## src/common/zeroheti_pkg.sv

```systemverilog
`default_nettype none

package zeroheti_pkg;

  // interrupt controller sizes
  localparam int unsigned NumIrqs   = 8;
  localparam int unsigned IrqWidth  = $clog2(NumIrqs);
  localparam int unsigned NumPrio   = 8;
  localparam int unsigned PrioWidth = $clog2(NumPrio);

  // data memory
  localparam int unsigned DmemWSize  = 256;
  localparam int unsigned DmemAwidth = $clog2(DmemWSize);

  // address map
  localparam logic [31:0] DmemBase  = 32'h0001_0000;
  localparam logic [31:0] DmemLast  = DmemBase + 32'(DmemWSize * 4) - 32'd1;  // 1 KB.
  localparam logic [31:0] HeticBase = 32'h0002_0000;
  localparam logic [31:0] HeticLast = 32'h0002_0FFF;  // 4 KB.
  localparam logic [31:0] ApbBase   = 32'h0003_0000;
  localparam logic [31:0] ApbLast   = 32'h0003_FFFF;

  // register offsets inside the interrupt controller
  localparam logic [11:0] HeticPrioOffs = 12'h000;  // line i at offset + 4*i.
  localparam logic [11:0] HeticEnOffs   = 12'h100;
  localparam logic [11:0] HeticPendOffs = 12'h104;  // write one to clear.

  typedef struct packed {
    logic [31:0] addr;
    logic        we;
    logic [3:0]  be;
    logic [31:0] wdata;
  } obi_req_t;

  typedef struct packed {
    logic [31:0] rdata;
    logic        err;
  } obi_rsp_t;

  typedef struct packed {
    logic [31:0] paddr;
    logic        pwrite;
    logic [31:0] pwdata;
    logic [3:0]  pstrb;
    logic        psel;
    logic        penable;
  } apb_req_t;

  typedef struct packed {
    logic [31:0] prdata;
    logic        pready;
    logic        pslverr;
  } apb_rsp_t;

  typedef enum logic [1:0] {
    TGT_MEM,
    TGT_HETIC,
    TGT_APB,
    TGT_NONE
  } obi_tgt_e;

  typedef enum logic [1:0] {
    APB_IDLE,
    APB_SETUP,
    APB_ACCESS
  } apb_state_e;

endpackage : zeroheti_pkg

`default_nettype wire

```

## src/hdl/obi_req_slot.sv

```systemverilog
`timescale 1ns/1ps
`default_nettype none

module obi_req_slot (
  input  logic                   clk_i,
  input  logic                   rst_n_i,
  // manager side
  input  logic                   req_valid_i,
  output logic                   req_ready_o,
  input  zeroheti_pkg::obi_req_t req_i,
  // decoder side
  output logic                   slot_valid_o,
  input  logic                   slot_ready_i,
  output zeroheti_pkg::obi_req_t slot_o
);

  import zeroheti_pkg::*;

  logic     full_q;
  obi_req_t req_q;
  logic     accept;

  // empty, or the held request leaves this cycle.
  assign req_ready_o = ~full_q | slot_ready_i;
  assign accept      = req_valid_i & req_ready_o;

  always_ff @(posedge clk_i) begin
    if (!rst_n_i) begin
      full_q <= 1'b0;
    end else if (accept) begin
      full_q <= 1'b1;
    end else if (slot_ready_i) begin
      full_q <= 1'b0;
    end
  end

  always_ff @(posedge clk_i) begin
    if (accept) begin
      req_q <= req_i;
    end
  end

  assign slot_valid_o = full_q;
  assign slot_o       = req_q;

endmodule : obi_req_slot

`default_nettype wire

```

## config.mk

```make
export PLATFORM = sky130hd
export DESIGN_NAME = obi_req_slot
export DESIGN_NICKNAME = d
export VERILOG_FILES = /design/src/common/zeroheti_pkg.sv /design/src/hdl/obi_req_slot.sv
export SDC_FILE = /design/constraint.sdc
export NUM_CORES = 1
export LEC_CHECK = 0
export ABC_AREA = 1
export BUFFER_PORTS_ARGS = -buffer_cell sky130_fd_sc_hd__buf_2
export CORE_MARGIN = 5
export CORE_UTILIZATION = 40
export CTS_BUF_LIST = sky130_fd_sc_hd__clkbuf_16
export CTS_CLUSTER_DIAMETER = 80
export DETAILED_ROUTE_END_ITERATION = 16
export PLACE_DENSITY = 0.88
export SLEW_MARGIN = 20
export SYNTH_ARGS = -nofsm -noshare
export SYNTH_HDL_FRONTEND = slang
export SYNTH_SLANG_ARGS = --single-unit
```

## constraint.sdc

```tcl
create_clock -name clk_i -period 6.35 [get_ports clk_i]
set_clock_uncertainty 0.2 [all_clocks]
set_input_delay 1.27 -clock clk_i [delete_from_list [all_inputs] [get_ports clk_i]]
set_output_delay 1.27 -clock clk_i [all_outputs]
set_load 0.05 [all_outputs]
```

==> impl_metrics.csv <==
group,metric,value,unit
global_route,grt_max_degree,70,
die,die_width,82.9,um
setup_path,cpMaxStageDelayCell,"sky130_fd_sc_hd__buf_2",
synth,largest_cells_by_area_after_synthesis,"sky130_fd_sc_hd__edfxtp_1 98%, sky130_fd_sc_hd__dfxtp_1 0.94%, sky130_fd_sc_hd__a21oi_2 0.41%",
finish,layout_commonest_cell,"sky130_fd_sc_hd__buf_2",
cts,worst_setup_hold_path_clk_slew,0.05,ns
die,std_cell_rows,26,
die,die_h,82.9,um
power_and_ir_drop,power_density,347,mW/mm^2
global_route,initial_antenna_violation_count,0,
synth,netlist_area_before_placement,0.00212,sq mm
finish,most-common-layout-cells,"143 x sky130_fd_sc_hd__buf_2, 69 x sky130_fd_sc_hd__edfxtp_1, 9 x sky130_fd_sc_hd__clkbuf_16",
placement,placement.io_buffers,143,
cts,htree_levels,3,
setup_path,worstPathRequired,4.88,ns
cts,ctsLongestPathBuffers,2,
cts,cts_post_setup_buffers_inserted,0,
cts,cts_root_buffer,"sky130_fd_sc_hd__clkbuf_16",
die,pin_count,144,
finish,area_growth_syn_to_layout,50.3,%
setup_path,cp_slowest_stage_delay,0.26,ns
setup_path,critical_path.most_common_cell,"sky130_fd_sc_hd__buf_2",
synth,netlist_instances,76,
synth,synth.yosys.warnings,0,
synth,synth_seq_area_share,98.5,%
detailed_routing,vias_per_cell,4.21,
setup_path,cp-start-kind,"input pin",
synth,synth.ff_latch_count,70,
cts,cts.sinks,70,
global_route,grt_first_pass_wirelength,7160,um
setup_path,path_max_fanout,2,
timing,fin_worst_hold_slack,0.336,ns
finish,antennaDiodeCount,0,
synth,yosysUniqueCellTypes,7,
detailed_routing,detail_route.wirelength,4480,um
detailed_routing,detail_route.drc_violations,0,
detailed_routing,routed_wl_per_cell,14.8,um
synth,mappedNetlistNets,149,
cts,postCtsHoldBufs,0,
run_status,status,"completed",
job,max-cap-violations,0,
setup_path,critPathKind,"input pin to primary output",
worst_hold_path,worst_hold_path_type,"flip-flop to flip-flop",
setup_path,timing.critical_path.cells,"buf_2, inv_2, nand2_2, buf_2",
detailed_routing,route.vias.total,1281,
die,core_box_area,0.00514,sq mm
timing,pin_slew_with_the_least_headroom_to_its_limit,0.812,ns
cts,cts_inserted_buffers,9,
finish,finalNetCount,304,
timing,final-max-slew-violation-count,0,
power_and_ir_drop,ir_drop,0.187,mV
timing,slew_headroom,45.9,%
setup_path,critical_path.endpoint_type,"primary output",
global_route,gr-total-overflow,0,
detailed_routing,detail_route.iter0.violations,56,
placement,global_placement_routability_congestion,0.742,
detailed_routing,drt.antenna.violating_nets,0,
timing,max_freq,0.312,GHz
power_and_ir_drop,power.static_leakage,1.40,nW
timing,tns,0,ns
detailed_routing,detailedRoute.firstPassIterationCount,3,
cts,tritoncts,"done",
die,initial_utilization,41.3,%
setup_path,critPathArrivalTime,1.73,ns
cts,clk_latency,0.31,ns
cts,cts_repair_resize_count,0,
synth,synth_top_area_share,97.6,%
timing,unrepaired_setup_endpoints_after_global_routing,"false",
finish,ratio_of_cells_with_drive_above_1_in_the_final_layout,67.9,%
timing,report.final.setup_viol,0,
global_route,number_of_global_route_vias_before_repair,1441,
timing,period_minus_slack,3.20,ns
timing,final.period_utilization,50.5,%
global_route,grt_use_total,13.5,%
timing,final-hold-violation-count,0,
synth,post_synth.cell_area_avg,27.9,sq um
die,die_area,0.00686,sq mm
synth,synth_top_cell_by_area,"sky130_fd_sc_hd__edfxtp_1",
## cell families after synthesis
family | count (synthesis) | synth area share (%)
buffers and inverters | 3 | 0.530
DFF | 70 | 98.5
AOI/OAI and AO/OA | 2 | 0.648
and+or+nand+nor | 1 | 0.295
## final timing paths
kind,start,endpoint,slack [ns],cells after the start
worst max-delay path,slot_ready_i,req_ready_o,3.15,4
worst min-delay path,slot_valid_o,slot_valid_o,0.34,2
worst max register to register,slot_valid_o,slot_o[33],4.59,2
worst min register to register,slot_valid_o,slot_valid_o,0.34,2
## area by class of cell
class	instances	area, sq um
clock buffer	9	225
clock inverter	5	21.3
fill	393	1950
inverter	3	11.3
multi-input combinational	3	31.3
sequential	70	2090
tap	70	87.6
timing repair buffer	144	723
## cell usage after synthesis, drive strengths merged
master / n
edfxtp: 69
inv: 3
a21oi: 2
dfxtp: 1
nand2: 1
## registers in the layout, indices dropped and copies added, names as in the netlist
signal / cells
slot_o: 69
slot_valid_o: 1
## metal layers
layer | up-vias | GRT usage, % | part of all wire [%]
li1 | 611 | - | -
met1 | 587 | 14.4 | 35
met2 | 81 | 22.6 | 53
met3 | 2 | 8.02 | 12
met4 | 0 | 4.01 | 0.40
met5 | - | 0 | 0
## report_power, final
| group | leakage (nW) | switching [mW] | internal [mW] |
|---|---|---|---|
| sequential | 0.676 | 0.00617 | 0.541 |
| combinational | 0.589 | 0.119 | 0.0335 |
| clock | 0.131 | 0.154 | 0.253 |
| total | 1.40 | 0.279 | 0.828 |
## critical path, delay by kind of cell
kind / cells / cell delay [ns]
buf+inv: 3 / 0.40
simple gates: 1 / 0.06
## metrics by stage
stage                     cell area [sq um]  std cells  util, %  power, mW  setup slack, ns
after global placement                 2950        290     57.3      0.708             3.17
after detailed placement               2950        290     57.3      0.711             3.14
after CTS                              3190        304     62.1       1.12             3.14
after floorplan                        2120         76        -      0.663            0.959
after global routing                   3190        304     62.1       1.15             3.12
final                                  3190        304     62.1       1.11             3.15
No activity file was read; power rests on OpenSTA's default activity.
