**src/common/zeroheti_pkg.sv**
```systemverilog
`default_nettype none

package zeroheti_pkg;

  // interrupt controller sizes
  localparam int unsigned NumIrqs   = 8;
  localparam int unsigned IrqWidth  = $clog2(NumIrqs);
  localparam int unsigned NumPrio   = 8;
  localparam int unsigned PrioWidth = $clog2(NumPrio);

  // data memory
  localparam int unsigned DmemWSize  = 256;
  localparam int unsigned DmemAwidth = $clog2(DmemWSize);

  // address map
  localparam logic [31:0] DmemBase  = 32'h0001_0000;
  localparam logic [31:0] DmemLast  = DmemBase + 32'(DmemWSize * 4) - 32'd1;  // 1 KB.
  localparam logic [31:0] HeticBase = 32'h0002_0000;
  localparam logic [31:0] HeticLast = 32'h0002_0FFF;  // 4 KB.
  localparam logic [31:0] ApbBase   = 32'h0003_0000;
  localparam logic [31:0] ApbLast   = 32'h0003_FFFF;

  // register offsets inside the interrupt controller
  localparam logic [11:0] HeticPrioOffs = 12'h000;  // line i at offset + 4*i.
  localparam logic [11:0] HeticEnOffs   = 12'h100;
  localparam logic [11:0] HeticPendOffs = 12'h104;  // write one to clear.

  typedef struct packed {
    logic [31:0] addr;
    logic        we;
    logic [3:0]  be;
    logic [31:0] wdata;
  } obi_req_t;

  typedef struct packed {
    logic [31:0] rdata;
    logic        err;
  } obi_rsp_t;

  typedef struct packed {
    logic [31:0] paddr;
    logic        pwrite;
    logic [31:0] pwdata;
    logic [3:0]  pstrb;
    logic        psel;
    logic        penable;
  } apb_req_t;

  typedef struct packed {
    logic [31:0] prdata;
    logic        pready;
    logic        pslverr;
  } apb_rsp_t;

  typedef enum logic [1:0] {
    TGT_MEM,
    TGT_HETIC,
    TGT_APB,
    TGT_NONE
  } obi_tgt_e;

  typedef enum logic [1:0] {
    APB_IDLE,
    APB_SETUP,
    APB_ACCESS
  } apb_state_e;

endpackage : zeroheti_pkg

`default_nettype wire

```
**src/hdl/obi_to_apb.sv**
```systemverilog
`timescale 1ns/1ps
`default_nettype none

module obi_to_apb (
  input  logic                   clk_i,
  input  logic                   rst_n_i,
  input  logic                   issue_i,
  input  zeroheti_pkg::obi_req_t req_i,
  output logic                   done_o,
  output zeroheti_pkg::obi_rsp_t rsp_o,
  output zeroheti_pkg::apb_req_t apb_o,
  input  zeroheti_pkg::apb_rsp_t apb_i
);

  import zeroheti_pkg::*;

  apb_state_e state_q;
  obi_req_t   req_q;

  always_ff @(posedge clk_i) begin
    if (!rst_n_i) begin
      state_q <= APB_IDLE;
    end else begin
      case (state_q)
        APB_IDLE: begin
          if (issue_i) begin
            state_q <= APB_SETUP;
          end
        end
        APB_SETUP: state_q <= APB_ACCESS;
        APB_ACCESS: begin
          if (apb_i.pready) begin
            state_q <= APB_IDLE;
          end
        end
        default: state_q <= APB_IDLE;
      endcase
    end
  end

  // request is held for the whole transfer.
  always_ff @(posedge clk_i) begin
    if (issue_i) begin
      req_q <= req_i;
    end
  end

  always_comb begin
    apb_o.paddr   = req_q.addr;
    apb_o.pwrite  = req_q.we;
    apb_o.pwdata  = req_q.wdata;
    apb_o.pstrb   = req_q.we ? req_q.be : 4'b0000;  // zero on reads.
    apb_o.psel    = state_q != APB_IDLE;
    apb_o.penable = state_q == APB_ACCESS;
  end

  // the decoder registers the response.
  assign done_o = (state_q == APB_ACCESS) & apb_i.pready;
  assign rsp_o  = '{rdata: apb_i.prdata, err: apb_i.pslverr};

endmodule : obi_to_apb

`default_nettype wire

```
**config.mk**
```make
export PLATFORM = sky130hd
export DESIGN_NAME = obi_to_apb
export DESIGN_NICKNAME = d
export VERILOG_FILES = /design/src/common/zeroheti_pkg.sv /design/src/hdl/obi_to_apb.sv
export SDC_FILE = /design/constraint.sdc
export NUM_CORES = 1
export LEC_CHECK = 0
export ABC_AREA = 0
export CAP_MARGIN = 10
export CORE_MARGIN = 2
export CORE_UTILIZATION = 25
export DETAILED_ROUTE_END_ITERATION = 8
export DONT_BUFFER_PORTS = 1
export PLACE_DENSITY = 0.45
export SYNTH_ARGS = -nofsm -noshare
export SYNTH_HDL_FRONTEND = slang
export SYNTH_SLANG_ARGS = --single-unit
export TNS_END_PERCENT = 10
```
**constraint.sdc**
```tcl
create_clock -name clk_i -period 1.9 [get_ports clk_i]
set_input_delay 0.095 -clock clk_i [delete_from_list [all_inputs] [get_ports clk_i]]
set_output_delay 0.095 -clock clk_i [all_outputs]
set_load 0.02 [all_outputs]
```
==> impl_metrics.env <==
export IMPL_outcome="finished with violations"
export IMPL_violations="hold timing"
export IMPL_numCtsBuffers=9
export IMPL_wl_um=5630
export IMPL_ant_nets=0
export IMPL_clockBufferDepth=2
export IMPL_track_usage_pct=8.88
export IMPL_ys_flop_type="edfxtp_1"
export IMPL_die_w_um=112
export IMPL_post_cts_buffers=0
export IMPL_syn_nets=287
export IMPL_routedWlPerCell_um=17.9
export IMPL_gp_congestion=0.601
export IMPL_synth_area_per_cell_um2=16.2
export IMPL_placed_area_um2=2370
export IMPL_clock_latency_ps=330
export IMPL_nets=272
export IMPL_antenna_found_initial=0
export IMPL_ys_ff_latch=71
export IMPL_design_area_um2=3410
export IMPL_p_leak_nw=1.18
export IMPL_dr_pass1_iters=3
export IMPL_path_clk_slew_ps=60
export IMPL_ys_types=12
export IMPL_rrSetupSlack_ps=970
export IMPL_vias=1170
export IMPL_fin_crit_sh_pct=73.1
export IMPL_synth_edff_count=69
export IMPL_synthTopCellsByArea="edfxtp_1 71%, buf_4 25%, dfxtp_1 1.4%"
export IMPL_reg2reg_depth=2
export IMPL_setup_tns_final_ps=0
export IMPL_drt_initial_drc_count=36
export IMPL_cts_tree="yes"
export IMPL_route_detailed_drc=0
export IMPL_cp_end_kind="output pin"
export IMPL_r2r_start="state_q[1]$_SDFFE_PN0P_"
export IMPL_die_area_um2=12600
export IMPL_r2r_end="state_q[1]$_SDFFE_PN0P_"
export IMPL_final_hold_violation_count=69
export IMPL_fill_cells=1140
export IMPL_yosysTopAreaCell="edfxtp_1"
export IMPL_grt_max_degree=71
export IMPL_postCtsHoldBufs=72
export IMPL_row_count=39
export IMPL_htreeDepth=3
export IMPL_ys_seq_area_share_pct=72.1
export IMPL_min_to="apb_o[49]$_DFFE_PP_"
export IMPL_min_path_cells=0
export IMPL_hold_class="in2reg"
export IMPL_vdd_drop_max_uv=499
export IMPL_critical_path_max_fanout=3
export IMPL_final_min_clock_period_ps=1390
export IMPL_grt_overflow=0
export IMPL_layout_drive_gt1_share_pct=11.1
export IMPL_synth_cells=181
export IMPL_max_freq_mhz=720
export IMPL_antenna_cells=0
export IMPL_worstSetupPathType="reg2out"
export IMPL_core_um2=11400
export IMPL_ys_async_sr_fraction_pct=0
export IMPL_max_cap_violations=0
export IMPL_synth_most_common_cell="buf_4"
export IMPL_slew_violations=0
export IMPL_slew_headroom_pct=77.7
export IMPL_powerDensity_nw_per_um2=1160
export IMPL_dpl_hpwl_um=3970
export IMPL_synth_common_cells="98 x buf_4, 69 x edfxtp_1, 4 x and2_1"
export IMPL_skew_ps=0.133
export IMPL_required_ps=1800
export IMPL_worstMarginPinSlew_ps=333
export IMPL_grt_pass1_vias=1309
export IMPL_synth_area_um2=2930
export IMPL_rsz0062_at_grt="no"
export IMPL_num_io_pins=211
export IMPL_viasPerCell=3.73
export IMPL_hold_ws_ps=-124
export IMPL_grt_pass1_wl_um=7790
export IMPL_netlist_area_leader_share_pct=70.7
export IMPL_io_buffer_count=0
export IMPL_hp_start="issue_i"
export IMPL_die_h_um=112
export IMPL_clock_sinks=71
export IMPL_initial_core_util_pct=25.7
export IMPL_cts_root_buf="clkbuf_16"
export IMPL_cp_data_arrival_time_ps=1290
export IMPL_crit_path_start_kind="flop"
export IMPL_cts_resized=0
export IMPL_yosysWarnings=0
export IMPL_syn_to_final_growth_pct=16.3
export IMPL_setup_viol=0
==> final cells by class <==
type | count | area, um^2 | area share [%]
multi-input combinational | 11 | 77.6 | 2.28
inverter | 1 | 3.75 | 0.110
clock buffer | 10 | 229 | 6.72
clock inverter | 6 | 85.1 | 2.50
timing repair buffer | 72 | 721 | 21.2
sequential | 71 | 2110 | 62.0
tap | 143 | 179 | 5.25
==> critical path: stages, from the launching register on <==
cell     delay (ps)
dfxtp_1         350
nor2b_2         340
and2_2          270
==> worst max-delay path by stage <==
| stage | start | depth (start not counted) | endpoint | slack (ps) |
|---|---|---|---|---|
| after floorplan | state_q[1]$_SDFFE_PN0P_ | 2 | done_o | 960 |
| after global placement | state_q[1]$_SDFFE_PN0P_ | 2 | done_o | 920 |
| after detailed placement | state_q[1]$_SDFFE_PN0P_ | 2 | done_o | 870 |
| after CTS | state_q[1]$_SDFFE_PN0P_ | 2 | done_o | 480 |
| after global routing | state_q[1]$_SDFFE_PN0P_ | 2 | done_o | 460 |
| final | state_q[1]$_SDFFE_PN0P_ | 2 | done_o | 510 |
==> stage by stage <==
stage | hold WS [ps] | cells | power [mW] | setup WS (ps) | util, %
after global placement | 190 | 226 | 2.13 | 918 | 20.8
after global routing | -149 | 314 | 4.12 | 460 | 29.8
after floorplan | 194 | 181 | 2.34 | 959 | -
after CTS | -143 | 314 | 4.03 | 484 | 29.8
after detailed placement | 190 | 226 | 2.13 | 866 | 20.8
final | -124 | 314 | 3.96 | 511 | 29.8
==> cell usage in the layout (no fill, tap or decap) <==
cell           netlist  routed
a31o_1               1       1
nor2b_2              1       1
bufinv_16            0       2
clkbuf_16            0       9
nand2_1              1       1
inv_1                1       1
and2_2               1       1
and3b_1              1       1
dfxtp_1              2       2
edfxtp_1            69      69
dlygate4sd3_1        0      72
nor2_2               1       1
clkbuf_1             0       1
or2_4                1       1
clkinvlp_4           0       2
clkinv_2             0       2
and2_1               4       4
==> cells by family (layout without fill, tap and decap cells) <==
logic type | after synthesis | after routing | share of synthesized area [%]
buffers and inverters | 99 | 89 | 25.2
DFF | 71 | 71 | 72.1
and+or+nand+nor | 10 | 10 | 2.35
AOI/OAI and AO/OA | 1 | 1 | 0.299
==> state kept, by name (all words and copies together), names as in the netlist <==
register	flops
req_q	4
state_q	2
apb_o	65
==> metal layers <==
metal	wire [um]	up-vias	global-route usage, %
li1	-	492	-
met1	1750	546	7.60
met2	2840	105	14.6
met3	751	27	5.99
met4	285	0	6.50
met5	0	-	0
==> power breakdown <==
| part | total, mW | internal [mW] | switching [mW] |
|---|---|---|---|
| clock network | 1.74 | 1.14 | 0.602 |
| registers | 2.06 | 1.87 | 0.194 |
| logic | 0.152 | 0.108 | 0.0437 |
Note: power is estimated with default switching activity, not from simulation.
