`config.mk`:
```
export PLATFORM = sky130hd
export DESIGN_NAME = obi_addr_demux
export DESIGN_NICKNAME = d
export VERILOG_FILES = /design/src/common/zeroheti_pkg.sv /design/src/hdl/obi_addr_demux.sv
export SDC_FILE = /design/constraint.sdc
export NUM_CORES = 1
export LEC_CHECK = 0
export ABC_AREA = 1
export BUFFER_PORTS_ARGS = -buffer_cell sky130_fd_sc_hd__buf_2
export CAP_MARGIN = 20
export CORE_AREA = 4 4 160 162
export DETAILED_ROUTE_END_ITERATION = 10
export DIE_AREA = 0 0 164 166
export PLACE_DENSITY = 0.45
export SETUP_SLACK_MARGIN = 0.4
export SYNTH_ARGS = -nofsm -noshare
export SYNTH_HDL_FRONTEND = slang
export SYNTH_SLANG_ARGS = --single-unit
```
`constraint.sdc`:
```
create_clock -name clk_i -period 1.83 [get_ports clk_i]
set_input_delay 0.0915 -clock clk_i [delete_from_list [all_inputs] [get_ports clk_i]]
set_output_delay 0.0915 -clock clk_i [all_outputs]
set_load 0.005 [all_outputs]
```
`src/common/zeroheti_pkg.sv`:
```
`default_nettype none

package zeroheti_pkg;

  // interrupt controller sizes
  localparam int unsigned NumIrqs   = 8;
  localparam int unsigned IrqWidth  = $clog2(NumIrqs);
  localparam int unsigned NumPrio   = 8;
  localparam int unsigned PrioWidth = $clog2(NumPrio);

  // data memory
  localparam int unsigned DmemWSize  = 256;
  localparam int unsigned DmemAwidth = $clog2(DmemWSize);

  // address map
  localparam logic [31:0] DmemBase  = 32'h0001_0000;
  localparam logic [31:0] DmemLast  = DmemBase + 32'(DmemWSize * 4) - 32'd1;  // 1 KB.
  localparam logic [31:0] HeticBase = 32'h0002_0000;
  localparam logic [31:0] HeticLast = 32'h0002_0FFF;  // 4 KB.
  localparam logic [31:0] ApbBase   = 32'h0003_0000;
  localparam logic [31:0] ApbLast   = 32'h0003_FFFF;

  // register offsets inside the interrupt controller
  localparam logic [11:0] HeticPrioOffs = 12'h000;  // line i at offset + 4*i.
  localparam logic [11:0] HeticEnOffs   = 12'h100;
  localparam logic [11:0] HeticPendOffs = 12'h104;  // write one to clear.

  typedef struct packed {
    logic [31:0] addr;
    logic        we;
    logic [3:0]  be;
    logic [31:0] wdata;
  } obi_req_t;

  typedef struct packed {
    logic [31:0] rdata;
    logic        err;
  } obi_rsp_t;

  typedef struct packed {
    logic [31:0] paddr;
    logic        pwrite;
    logic [31:0] pwdata;
    logic [3:0]  pstrb;
    logic        psel;
    logic        penable;
  } apb_req_t;

  typedef struct packed {
    logic [31:0] prdata;
    logic        pready;
    logic        pslverr;
  } apb_rsp_t;

  typedef enum logic [1:0] {
    TGT_MEM,
    TGT_HETIC,
    TGT_APB,
    TGT_NONE
  } obi_tgt_e;

  typedef enum logic [1:0] {
    APB_IDLE,
    APB_SETUP,
    APB_ACCESS
  } apb_state_e;

endpackage : zeroheti_pkg

`default_nettype wire

```
`src/hdl/obi_addr_demux.sv`:
```
`timescale 1ns/1ps
`default_nettype none

module obi_addr_demux (
  input  logic                   clk_i,
  input  logic                   rst_n_i,
  input  logic                   slot_valid_i,
  output logic                   slot_ready_o,
  input  zeroheti_pkg::obi_req_t slot_i,
  output logic                   mem_issue_o,
  output zeroheti_pkg::obi_req_t mem_req_o,
  input  logic                   mem_done_i,
  input  zeroheti_pkg::obi_rsp_t mem_rsp_i,
  output logic                   hetic_issue_o,
  output zeroheti_pkg::obi_req_t hetic_req_o,
  input  logic                   hetic_done_i,
  input  zeroheti_pkg::obi_rsp_t hetic_rsp_i,
  output logic                   apb_issue_o,
  output zeroheti_pkg::obi_req_t apb_req_o,
  input  logic                   apb_done_i,
  input  zeroheti_pkg::obi_rsp_t apb_rsp_i,
  output logic                   rsp_valid_o,
  input  logic                   rsp_ready_i,
  output zeroheti_pkg::obi_rsp_t rsp_o
);

  import zeroheti_pkg::*;

  obi_tgt_e tgt_d, tgt_q;
  logic     busy_q, none_q, rsp_valid_q;
  logic     take, done;
  obi_rsp_t sel_rsp, rsp_q;

  always_comb begin
    if (slot_i.addr >= DmemBase && slot_i.addr <= DmemLast) begin
      tgt_d = TGT_MEM;
    end else if (slot_i.addr >= HeticBase && slot_i.addr <= HeticLast) begin
      tgt_d = TGT_HETIC;
    end else if (slot_i.addr >= ApbBase && slot_i.addr <= ApbLast) begin
      tgt_d = TGT_APB;
    end else begin
      tgt_d = TGT_NONE;
    end
  end

  // one transaction in flight.
  assign slot_ready_o = ~busy_q;
  assign take         = slot_valid_i & ~busy_q;

  assign mem_issue_o   = take & (tgt_d == TGT_MEM);
  assign hetic_issue_o = take & (tgt_d == TGT_HETIC);
  assign apb_issue_o   = take & (tgt_d == TGT_APB);
  assign mem_req_o     = slot_i;
  assign hetic_req_o   = slot_i;
  assign apb_req_o     = slot_i;

  always_comb begin
    case (tgt_q)
      TGT_MEM:   begin done = mem_done_i;   sel_rsp = mem_rsp_i;   end
      TGT_HETIC: begin done = hetic_done_i; sel_rsp = hetic_rsp_i; end
      TGT_APB:   begin done = apb_done_i;   sel_rsp = apb_rsp_i;   end
      default: begin
        done    = none_q;
        sel_rsp = '{rdata: 32'd0, err: 1'b1};  // unmapped.
      end
    endcase
  end

  always_ff @(posedge clk_i) begin
    if (!rst_n_i) begin
      busy_q      <= 1'b0;
      none_q      <= 1'b0;
      rsp_valid_q <= 1'b0;
      tgt_q       <= TGT_NONE;
    end else begin
      none_q <= take & (tgt_d == TGT_NONE);
      if (take) begin
        busy_q <= 1'b1;
        tgt_q  <= tgt_d;
      end
      if (busy_q && !rsp_valid_q && done) begin
        rsp_valid_q <= 1'b1;
      end else if (rsp_valid_q && rsp_ready_i) begin
        rsp_valid_q <= 1'b0;
        busy_q      <= 1'b0;
      end
    end
  end

  always_ff @(posedge clk_i) begin
    if (busy_q && !rsp_valid_q && done) begin
      rsp_q <= sel_rsp;
    end
  end

  assign rsp_valid_o = rsp_valid_q;
  assign rsp_o       = rsp_q;

endmodule : obi_addr_demux

`default_nettype wire

```
==> run_results.csv <==
group,metric,value,unit
placed_design,hpwl,9.86,mm
yosys,synthXorXnorAreaFrac,0,%
yosys,syn_avg_cell_area,7.70,um^2
setup_path,end_kind,"flip-flop",
final_layout,regArea,1100,um^2
setup_path,startpoint_type,"flip-flop",
power_and_ir_drop,power.density,680,nW/um^2
clock_network,cts.sinks,38,
yosys,yosysUniqueCellTypes,15,
clock_network,cts_buffers,5,
final_layout,postLayoutCellArea,3880,um^2
clock_network,cts_root_buffer,"clkbuf_16",
global_routing,grt_overflow,0,
final_layout,fin_nets,666,
final_layout,area_delta_synth_final,9.61,%
sta,slew_viol_final,0,
power_and_ir_drop,power_leakage,1.88,nW
clock_network,clk_pin_slew,0.06,ns
placed_design,io_buffers,231,
setup_path,slowest_delay,0.38,ns
floorplanning,die_x,164,um
route,drcViolationCount,0,
floorplanning,start_util,14.7,%
final_layout,multi_input_area,806,um^2
sta,clock.fmax,719,MHz
power_and_ir_drop,vdd_ir_drop_max,420,uV
yosys,synth_top_cell_area_share,44.3,%
run,drv_cap,0,
route,firstDrtPassIters,4,
setup_path,critical_path_class,"reg2reg",
clock_network,clk_path_buf_depth,2,
setup_path,path_cells,"o21ai_1 > nand3_2 > nand2_2 > clkinvlp_4 > buf_12 > clkbuf_16",
power_and_ir_drop,p_switching,613,uW
final_layout,fillers,2806,
power_and_ir_drop,p_int,2.03,mW
outcome,outcome,"complete, no violations",
setup_path,r2r_slack,0.44,ns
final_layout,final_cell_mix,"buf_2, nand2_1, nand3_1, edfxtp_1, nor2_1",
floorplanning,dieArea,27200,um^2
yosys,yosys_warnings,0,
setup_path,crit_required,1.87,ns
floorplanning,num_rows,57,
yosys,ys_seq_area_share,30.8,%
final_layout,drive_gt1_share,52.8,%
sta,max_slew_margin,73.2,%
route,first_iter_violations,88,
floorplanning,core_area,24100,um^2
route,viasPerCell,3.28,
power_and_ir_drop,pwr-share-seq,38.4,%
route,finalWirelength,12.0,mm
sta,skew,0.00523,ns
clock_network,htreeDepth,2,
clock_network,cts_tree,"built",
worst_hold_path,min_path_type,"in2reg",
yosys,synth_top_family_by_area,"buffers and inverters",
power_and_ir_drop,p_clk_share,42.3,%
global_routing,antenna_found_initial,0,
clock_network,clock_latency,0.28,ns
global_routing,grt_use_total,7.51,%
sta,final.setup.tns,0,ns
clock_network,hold_buffers,0,
yosys,synthMuxAreaShare,0,%
global_routing,grt_pass1_wl,15.6,mm
route,wl_per_cell,14.7,um
sta,rsz0062_at_grt,"yes",
yosys,synth_area_leaders,"buf_4, edfxtp_1, nand2_1, nand3_1, dfxtp_1",
yosys,synth_compound_area_share,1.10,%
setup_path,crit_arrival,1.44,ns
yosys,syn-cell-area,3540,um^2
yosys,synth_cells,460,
placed_design,place_congestion,0.715,
power_and_ir_drop,power.share.combinational,19.2,%
route,drtAntennaViolNets,0,
power_and_ir_drop,switching_share,23.2,%
placed_design,placed_cell_area,3550,um^2
global_routing,grt_max_degree,34,
setup_path,path_max_fanout,8,
sta,worst-slew-pin-transition,0.402,ns
setup_path,slowest_stage,"dfxtp_4",
sta,min_period,1.39,ns
yosys,syn-num-nets,635,
yosys,ys_seq_elements,38,
final_layout,final_common_cell,"buf_2",
yosys,synth-simple-area-share,21.0,%
global_routing,grt_pass1_vias,2470,
sta,fin_crit_sh,76.0,%
floorplanning,io_pins,420,
yosys,synth_top_cell_by_area,"buf_4",
yosys,synthAdderAreaFrac,0,%
route,vias,2675,
sta,timing_hold_violations_final,0,
final_layout,num_antenna_cells,0,
sta,finalSetupViolCount,0,
floorplanning,fp.dieH,166,um
[routing by layer]
metal  vias to the layer above  GRT usage, %  part of all wire [%]  wire [um]
li1                       1298             -                     -          -
met1                      1113          7.20                    32       3850
met2                       215          12.8                    48       5810
met3                        49          4.02                    15       1820
met4                         0          4.08                   4.4        523
met5                         -             0                     0          0
[worst max-delay path, delay by kind of cell (launching register included)]
kind	cells	cell delay, ns
and+or+nand+nor	2	0.19
AOI/OAI and AO/OA	1	0.17
DFF	1	0.38
buffers and inverters	3	0.40
[stage by stage]
step / hold WS, ns / setup WS [ns] / utilization (%) / total power, mW / cells
after detailed placement: 0.183 / 0.409 / 14.7 / 1.50 / 802
after floorplan: 0.204 / 0.303 / - / 1.54 / 460
final: 0.0238 / 0.438 / 16.1 / 2.64 / 816
after global placement: 0.183 / 0.440 / 14.7 / 1.50 / 802
after CTS: 0.0207 / 0.400 / 15.5 / 2.64 / 810
after global routing: 0.0317 / 0.364 / 16.1 / 2.78 / 816
[path summary, 6_finish.rpt]
path,from,to,cells past startpoint
min reg2reg,rsp_valid_o,rsp_valid_o,2
min,rsp_ready_i,busy_q,2
max,tgt_q[0],rsp_o[0],6
max reg2reg,tgt_q[0],rsp_o[0],6
[cells in the mapped netlist (all sizes together)]
master  count
dfxtp       5
nor2       24
nand3      38
buf       217
edfxtp     33
o21ai       2
nand2     119
a21oi       4
nor3        1
a221oi      1
inv        16
[flip-flops by register name, indices dropped and copies added, names as in the netlist]
signal       flops
rsp_o           33
tgt_q            2
busy_q           1
none_q           1
rsp_valid_o      1
[layout make-up]
class | instances | area share, %
repair buffers | 241 | 33.9
flip-flops and latches | 38 | 28.3
multi-input cells | 189 | 20.8
well taps | 324 | 10.4
clock buffers | 5 | 3.22
inverters | 16 | 1.71
clock inverters | 3 | 1.64
[power groups by stage]
stage | Clock, mW | Combinational, mW | Sequential (mW)
2_1_floorplan | 0 | 0.505 | 1.03
3_3_place_gp | 0 | 0.468 | 1.03
3_5_place_dp | 0 | 0.466 | 1.03
4_1_cts | 1.16 | 0.469 | 1.02
5_1_grt | 1.20 | 0.562 | 1.02
6_report | 1.12 | 0.508 | 1.02
[logic make-up (layout without fill, tap and decap cells)]
family	count (synthesis)	in the layout
buf+inv	233	265
flops	38	38
simple gates	182	182
compound gates	7	7
[what timing repair did]
item                                    CTS  global route
setup buffers                             0             2
gates resized for setup                   0            10
endpoints found under the setup margin    0            33
Power figures use the tool's default switching activity.
