$ cat config.mk
export PLATFORM = sky130hd
export DESIGN_NAME = obi_hetic
export DESIGN_NICKNAME = d
export VERILOG_FILES = /design/src/common/zeroheti_pkg.sv /design/src/hetic/obi_hetic.sv
export SDC_FILE = /design/constraint.sdc
export NUM_CORES = 1
export LEC_CHECK = 0
export ABC_AREA = 1
export BUFFER_PORTS_ARGS = -buffer_cell sky130_fd_sc_hd__buf_2
export CAP_MARGIN = 5
export CORE_MARGIN = 2
export CORE_UTILIZATION = 51
export DETAILED_ROUTE_END_ITERATION = 6
export GPL_TIMING_DRIVEN = 0
export HOLD_SLACK_MARGIN = 0.03
export PLACE_DENSITY = 0.87
export SYNTH_ARGS = -nofsm -noshare
export SYNTH_HDL_FRONTEND = slang
export SYNTH_SLANG_ARGS = --single-unit
export TNS_END_PERCENT = 5
$ cat constraint.sdc
create_clock -name clk_i -period 10.4 [get_ports clk_i]
set_input_delay 1.56 -clock clk_i [delete_from_list [all_inputs] [get_ports clk_i]]
set_output_delay 1.56 -clock clk_i [all_outputs]
set_load 0.05 [all_outputs]
$ cat src/common/zeroheti_pkg.sv
`default_nettype none

package zeroheti_pkg;

  // interrupt controller sizes
  localparam int unsigned NumIrqs   = 8;
  localparam int unsigned IrqWidth  = $clog2(NumIrqs);
  localparam int unsigned NumPrio   = 8;
  localparam int unsigned PrioWidth = $clog2(NumPrio);

  // data memory
  localparam int unsigned DmemWSize  = 256;
  localparam int unsigned DmemAwidth = $clog2(DmemWSize);

  // address map
  localparam logic [31:0] DmemBase  = 32'h0001_0000;
  localparam logic [31:0] DmemLast  = DmemBase + 32'(DmemWSize * 4) - 32'd1;  // 1 KB.
  localparam logic [31:0] HeticBase = 32'h0002_0000;
  localparam logic [31:0] HeticLast = 32'h0002_0FFF;  // 4 KB.
  localparam logic [31:0] ApbBase   = 32'h0003_0000;
  localparam logic [31:0] ApbLast   = 32'h0003_FFFF;

  // register offsets inside the interrupt controller
  localparam logic [11:0] HeticPrioOffs = 12'h000;  // line i at offset + 4*i.
  localparam logic [11:0] HeticEnOffs   = 12'h100;
  localparam logic [11:0] HeticPendOffs = 12'h104;  // write one to clear.

  typedef struct packed {
    logic [31:0] addr;
    logic        we;
    logic [3:0]  be;
    logic [31:0] wdata;
  } obi_req_t;

  typedef struct packed {
    logic [31:0] rdata;
    logic        err;
  } obi_rsp_t;

  typedef struct packed {
    logic [31:0] paddr;
    logic        pwrite;
    logic [31:0] pwdata;
    logic [3:0]  pstrb;
    logic        psel;
    logic        penable;
  } apb_req_t;

  typedef struct packed {
    logic [31:0] prdata;
    logic        pready;
    logic        pslverr;
  } apb_rsp_t;

  typedef enum logic [1:0] {
    TGT_MEM,
    TGT_HETIC,
    TGT_APB,
    TGT_NONE
  } obi_tgt_e;

  typedef enum logic [1:0] {
    APB_IDLE,
    APB_SETUP,
    APB_ACCESS
  } apb_state_e;

endpackage : zeroheti_pkg

`default_nettype wire

$ cat src/hetic/obi_hetic.sv
`timescale 1ns/1ps
`default_nettype none

module obi_hetic (
  input  logic                                clk_i,
  input  logic                                rst_n_i,
  input  logic [zeroheti_pkg::NumIrqs-1:0]    ext_irqs_i,
  // register port
  input  logic                                issue_i,
  input  zeroheti_pkg::obi_req_t              req_i,
  output logic                                done_o,
  output zeroheti_pkg::obi_rsp_t              rsp_o,
  // core side
  output logic                                irq_valid_o,
  output logic [zeroheti_pkg::IrqWidth-1:0]   irq_id_o,
  output logic [zeroheti_pkg::PrioWidth-1:0]  irq_level_o,
  input  logic [zeroheti_pkg::IrqWidth-1:0]   irq_id_i,
  input  logic                                irq_ack_i
);

  import zeroheti_pkg::*;

  logic [PrioWidth-1:0] prio_q [NumIrqs];
  logic [NumIrqs-1:0]   en_q, pend_q, lines_q;
  logic [NumIrqs-1:0]   rise, clr, active;
  logic [9:0]           word, prio_idx;
  logic                 prio_hit, en_hit, pend_hit, wr;
  logic [31:0]          rdata_d, rdata_q;
  logic                 err_d, err_q, done_q;
  logic                 found;
  logic [IrqWidth-1:0]  best_id;
  logic [PrioWidth-1:0] best_prio;

  assign rise   = ext_irqs_i & ~lines_q;
  assign active = pend_q & en_q;

  assign word     = req_i.addr[11:2];
  assign prio_idx = word - HeticPrioOffs[11:2];
  assign prio_hit = prio_idx < 10'(NumIrqs);
  assign en_hit   = word == HeticEnOffs[11:2];
  assign pend_hit = word == HeticPendOffs[11:2];
  assign wr       = issue_i & req_i.we;

  always_comb begin
    clr = '0;
    if (irq_ack_i) begin
      clr[irq_id_i] = 1'b1;  // claimed by the core.
    end
    if (wr && pend_hit) begin
      clr = clr | req_i.wdata[NumIrqs-1:0];
    end
  end

  // highest priority wins, strict compare keeps the lowest id on a tie.
  always_comb begin
    found     = 1'b0;
    best_id   = '0;
    best_prio = '0;
    for (int unsigned i = 0; i < NumIrqs; i++) begin
      if (active[i] && (!found || prio_q[i] > best_prio)) begin
        found     = 1'b1;
        best_id   = IrqWidth'(i);
        best_prio = prio_q[i];
      end
    end
  end

  always_comb begin
    rdata_d = '0;
    err_d   = 1'b0;
    if (prio_hit) begin
      rdata_d = 32'(prio_q[prio_idx[IrqWidth-1:0]]);
    end else if (en_hit) begin
      rdata_d = 32'(en_q);
    end else if (pend_hit) begin
      rdata_d = 32'(pend_q);
    end else begin
      err_d = 1'b1;  // undefined offset.
    end
    if (req_i.we) begin
      rdata_d = '0;
    end
  end

  always_ff @(posedge clk_i) begin
    if (!rst_n_i) begin
      for (int unsigned i = 0; i < NumIrqs; i++) begin
        prio_q[i] <= '0;
      end
      en_q    <= '0;
      pend_q  <= '0;
      lines_q <= '0;
      done_q  <= 1'b0;
    end else begin
      lines_q <= ext_irqs_i;
      pend_q  <= (pend_q & ~clr) | rise;
      done_q  <= issue_i;
      if (wr && prio_hit) begin
        prio_q[prio_idx[IrqWidth-1:0]] <= req_i.wdata[PrioWidth-1:0];
      end
      if (wr && en_hit) begin
        en_q <= req_i.wdata[NumIrqs-1:0];
      end
    end
  end

  always_ff @(posedge clk_i) begin
    if (issue_i) begin
      rdata_q <= rdata_d;
      err_q   <= err_d;
    end
  end

  assign done_o      = done_q;
  assign rsp_o       = '{rdata: rdata_q, err: err_q};
  assign irq_valid_o = found;
  assign irq_id_o    = best_id;
  assign irq_level_o = best_prio;

endmodule : obi_hetic

`default_nettype wire

==> key figures <==
Cells and area
  • Layout cell share with drive strength beyond 1: 0.2478
  • Multi-input combinational cell area: 1981 um2
  • Fillcell total: 624
  • Most common cell after layout, fill and taps aside: sky130_fd_sc_hd__nand2_1
  • Layout Nets: 681
  • Area Overhead vs Synth: 21.42%
  • FF/Latch Area: 1496 um2
  • Number of antenna cells inserted: 0
  • Most frequent cells in the layout: 106 x sky130_fd_sc_hd__nand2_1, 57 x sky130_fd_sc_hd__inv_1, 47 x sky130_fd_sc_hd__buf_2, 40 x sky130_fd_sc_hd__nor2_1

Clocking
  • CTS clk-pin slew, worst paths: 60 ps
  • CTS root buf: sky130_fd_sc_hd__clkbuf_8
  • TritonCTS clock tree: built
  • Number of buffers on the longest clock path: 2
  • Hold-fix buffer count after cts: 0
  • Sink count of the clock tree: 58
  • # H-tree levels: 3
  • Clock latency at the later pin of the worst-skew pair: 350 ps
  • Number of CTS-inserted buffers: 9

Setup path
  • Delay of the slowest critical-path stage: 370 ps
  • Library cell contributing the largest single delay on the critical path: sky130_fd_sc_hd__dfxtp_4
  • CP Max Fanout: 8
  • Crit path kind: reg -> out
  • Critical path startpoint category: flop
  • Arrival time of data at the critical path endpoint: 8220 ps
  • CP endpoint kind: output port
  • Most Frequent Cell on Critical Path: sky130_fd_sc_hd__nand2_1
  • Critical path data required time: 8840 ps

Detailed routing
  • Initial DRT Pass Iterations: 5
  • Number of nets still failing antenna checks after routing: 0
  • Vias per cell: 5.244
  • Number of DRC markers in iteration 0: 274
  • Vias after detailed routing: 3566
  • Post-DR wirelength/cell: 13.92 um
  • Post-detailed-routing wire length: 9467 um
  • DRC violation count after routing: 0

Die
  • Row cnt: 31
  • Core Area: 7214 um2
  • Starting density of the core: 0.5231
  • Die footprint: 8104 um2
  • Num ports: 125
  • Width of the chip: 90.02 um
  • Die Y: 90.02 um

Worst hold path
  • Type of the most critical hold path: reg -> reg

Synthesis
  • Complex-gate fraction of the synthesized area: 0.1190
  • Netlist Area Pre-Place: 3774 um2
  • Count of unique library cells instantiated by Yosys: 38
  • Combinational family with the most area after synthesis: simple AND/OR/NAND/NOR gates
  • Portion of netlist area occupied by mux cells: 0
  • Xor/xnor share of the synthesized area: 0
  • Post-synthesis share of cell area spent on and, or, nand and nor gates: 0.2861
  • Synthesized instance count: 492
  • Number of warnings printed during yosys synthesis: 0
  • Post-Synth Adder-Cell Area: 0.06963
  • Syn_area_per_cell: 7.670 um2
  • Share of synthesized area occupied by flip-flops and latches: 0.3952
  • Post-synthesis register bit count: 58

Global route
  • Overall Global Routing Usage: 0.2377
  • Highest-utilization routing layer at the global route stage: met2
  • Met3 Use GR: 0.03772
  • Met1 Resource Use GR: 0.2875
  • Total gr overflow: 0
  • Initial antenna violation count: 0
  • Wire length of the first global-routing pass: 15440 um
  • Pin count of the biggest net entering global routing: 13
  • Vias in the first global route: 3383
  • Met2 Usage GRT: 0.4148

Timing
  • Final worst path period share: 0.9407
  • Post-layout worst setup margin: 617.0 ps
  • Skew final: 8.113 ps
  • Relative slew slack: 0.6006
  • Number of slew-limit violations in the final report: 0
  • Worst-margin pin slew: 599.1 ps
  • Final hold violation count: 0
  • Total negative setup slack: 0 ps
  • Final worst path period need: 9783 ps
  • Final setup violation count: 0
  • Maximum frequency from static timing analysis: 102.2 MHz

Placed design
  • Placer's final routability congestion estimate: 0.9058
  • Post-placement worst setup slack: 264.9 ps
  • Port buffer count: 48
  • Half-perimeter wire length after detailed placement: 7411 um

Run
  • Number of max-cap violations: 0

Status
  • Run status: finished, final reports clean

Power
  • Largest vdd supply drop: 0.09076 mV
  • Leakage power total: 2.300 nW
  • Total power density per cell area: 123.7 nW/um2
-- logic make-up after synthesis --
kind of cell | Yosys count
other cells | 1
simple gates | 233
compound gates | 79
fa+ha+maj | 21
flops | 58
buf+inv | 100
-- layer usage --
metal	vias to the layer above	share of wire
li1	1754	-
met1	1625	0.42
met2	165	0.49
met3	22	0.063
met4	0	0.026
met5	-	0
-- metrics by stage --
stage,hold WS (ps),cell area (um2),util,cells,power (mW)
floorplan,398.8,3860,-,515,0.3235
global placement,402.6,4224,0.5855,662,0.3422
detailed placement,419.4,4224,0.5855,662,0.3449
CTS,429.6,4457,0.6178,678,0.5666
global route,434.9,4582,0.6351,680,0.5854
finish,430.6,4582,0.6351,680,0.5667
-- worst paths after layout --
path	startpoint	end	slack (ps)	cells past startpoint
worst min-delay path	lines_q[0]	pend_q[0]	430	1
worst max register to register	prio_q[7][2]	rdata_q[2]	8670	4
worst min register to register	lines_q[0]	pend_q[0]	430	1
worst max-delay path	pend_q[0]	irq_level_o[2]	620	64
-- synthesized netlist by cell type --
library cell                count  area [um2]
sky130_fd_sc_hd__nand2_2       12       75.07
sky130_fd_sc_hd__clkbuf_1       1       3.750
sky130_fd_sc_hd__inv_1         60       225.2
sky130_fd_sc_hd__nand3_2        1       10.01
sky130_fd_sc_hd__buf_2          2       10.01
sky130_fd_sc_hd__nor3b_2        1       12.51
sky130_fd_sc_hd__ha_1          21       262.8
sky130_fd_sc_hd__o211ai_1       8       60.06
sky130_fd_sc_hd__buf_6          1       11.26
sky130_fd_sc_hd__nand2_1      113       424.2
sky130_fd_sc_hd__clkinv_1       4       15.01
sky130_fd_sc_hd__o21ai_0       28       140.1
sky130_fd_sc_hd__nand3b_1       1       7.510
sky130_fd_sc_hd__and2_1        10       62.56
sky130_fd_sc_hd__a31oi_1        3       18.77
sky130_fd_sc_hd__buf_4         27       202.7
sky130_fd_sc_hd__a21oi_1       25       125.1
sky130_fd_sc_hd__or2_1          2       12.51
sky130_fd_sc_hd__nor2_1        42       157.7
sky130_fd_sc_hd__nor2_4         3       33.78
sky130_fd_sc_hd__buf_1          1       3.750
sky130_fd_sc_hd__nor3_1         4       20.02
sky130_fd_sc_hd__o22ai_1        9       56.30
sky130_fd_sc_hd__nor2_8         1       20.02
sky130_fd_sc_hd__a211oi_1       1       7.510
sky130_fd_sc_hd__edfxtp_1      33       991.0
sky130_fd_sc_hd__nor2_2         2       12.51
sky130_fd_sc_hd__nand3_1       36       180.2
sky130_fd_sc_hd__dfxtp_1       25       500.5
sky130_fd_sc_hd__o21ai_2        1       8.760
sky130_fd_sc_hd__o41ai_1        1       8.760
sky130_fd_sc_hd__nor3_4         2       32.53
sky130_fd_sc_hd__inv_2          4       15.01
sky130_fd_sc_hd__a32o_1         1       10.01
sky130_fd_sc_hd__nand4_1        3       18.77
sky130_fd_sc_hd__conb_1         1       3.750
sky130_fd_sc_hd__a2111oi_0      1       8.760
sky130_fd_sc_hd__o21ai_1        1       5.000
-- critical path: cells and delay by family, from the launching register on --
| family | cells | cell delay (ps) |
|---|---|---|
| and+or+nand+nor | 39 | 3460 |
| adders and majority gates | 7 | 2020 |
| AOI/OAI and AO/OA | 11 | 1340 |
| buffers and inverters | 7 | 660 |
| DFF | 1 | 370 |
-- flip-flops by register name (all words and copies together), names as in the netlist --
| name | cells |
|---|---|
| prio_q | 24 |
| en_q | 8 |
| lines_q | 8 |
| pend_q | 8 |
| rdata_q | 8 |
| done_o | 1 |
| err_q | 1 |
-- what timing repair did --
action	in CTS	in global routing
gates resized for setup	4	32
endpoints found under the setup margin	3	6
buffers inserted	0	2
pin swaps	0	2
-- power by group --
group / internal [mW] / switching (mW)
registers: 0.253 / 0.00857
clock network: 0.127 / 0.0963
logic: 0.0249 / 0.0569
-- final cells by class --
cell class	count	area share
Buffer	32	0.05052
Clock buffer	10	0.03250
Clock inverter	6	0.01557
Inverter	68	0.05571
Multi-Input combinational cell	357	0.4323
Sequential cell	58	0.3266
Tap cell	99	0.02703
Timing Repair Buffer	50	0.05980
Power figures use the tool's default switching activity.
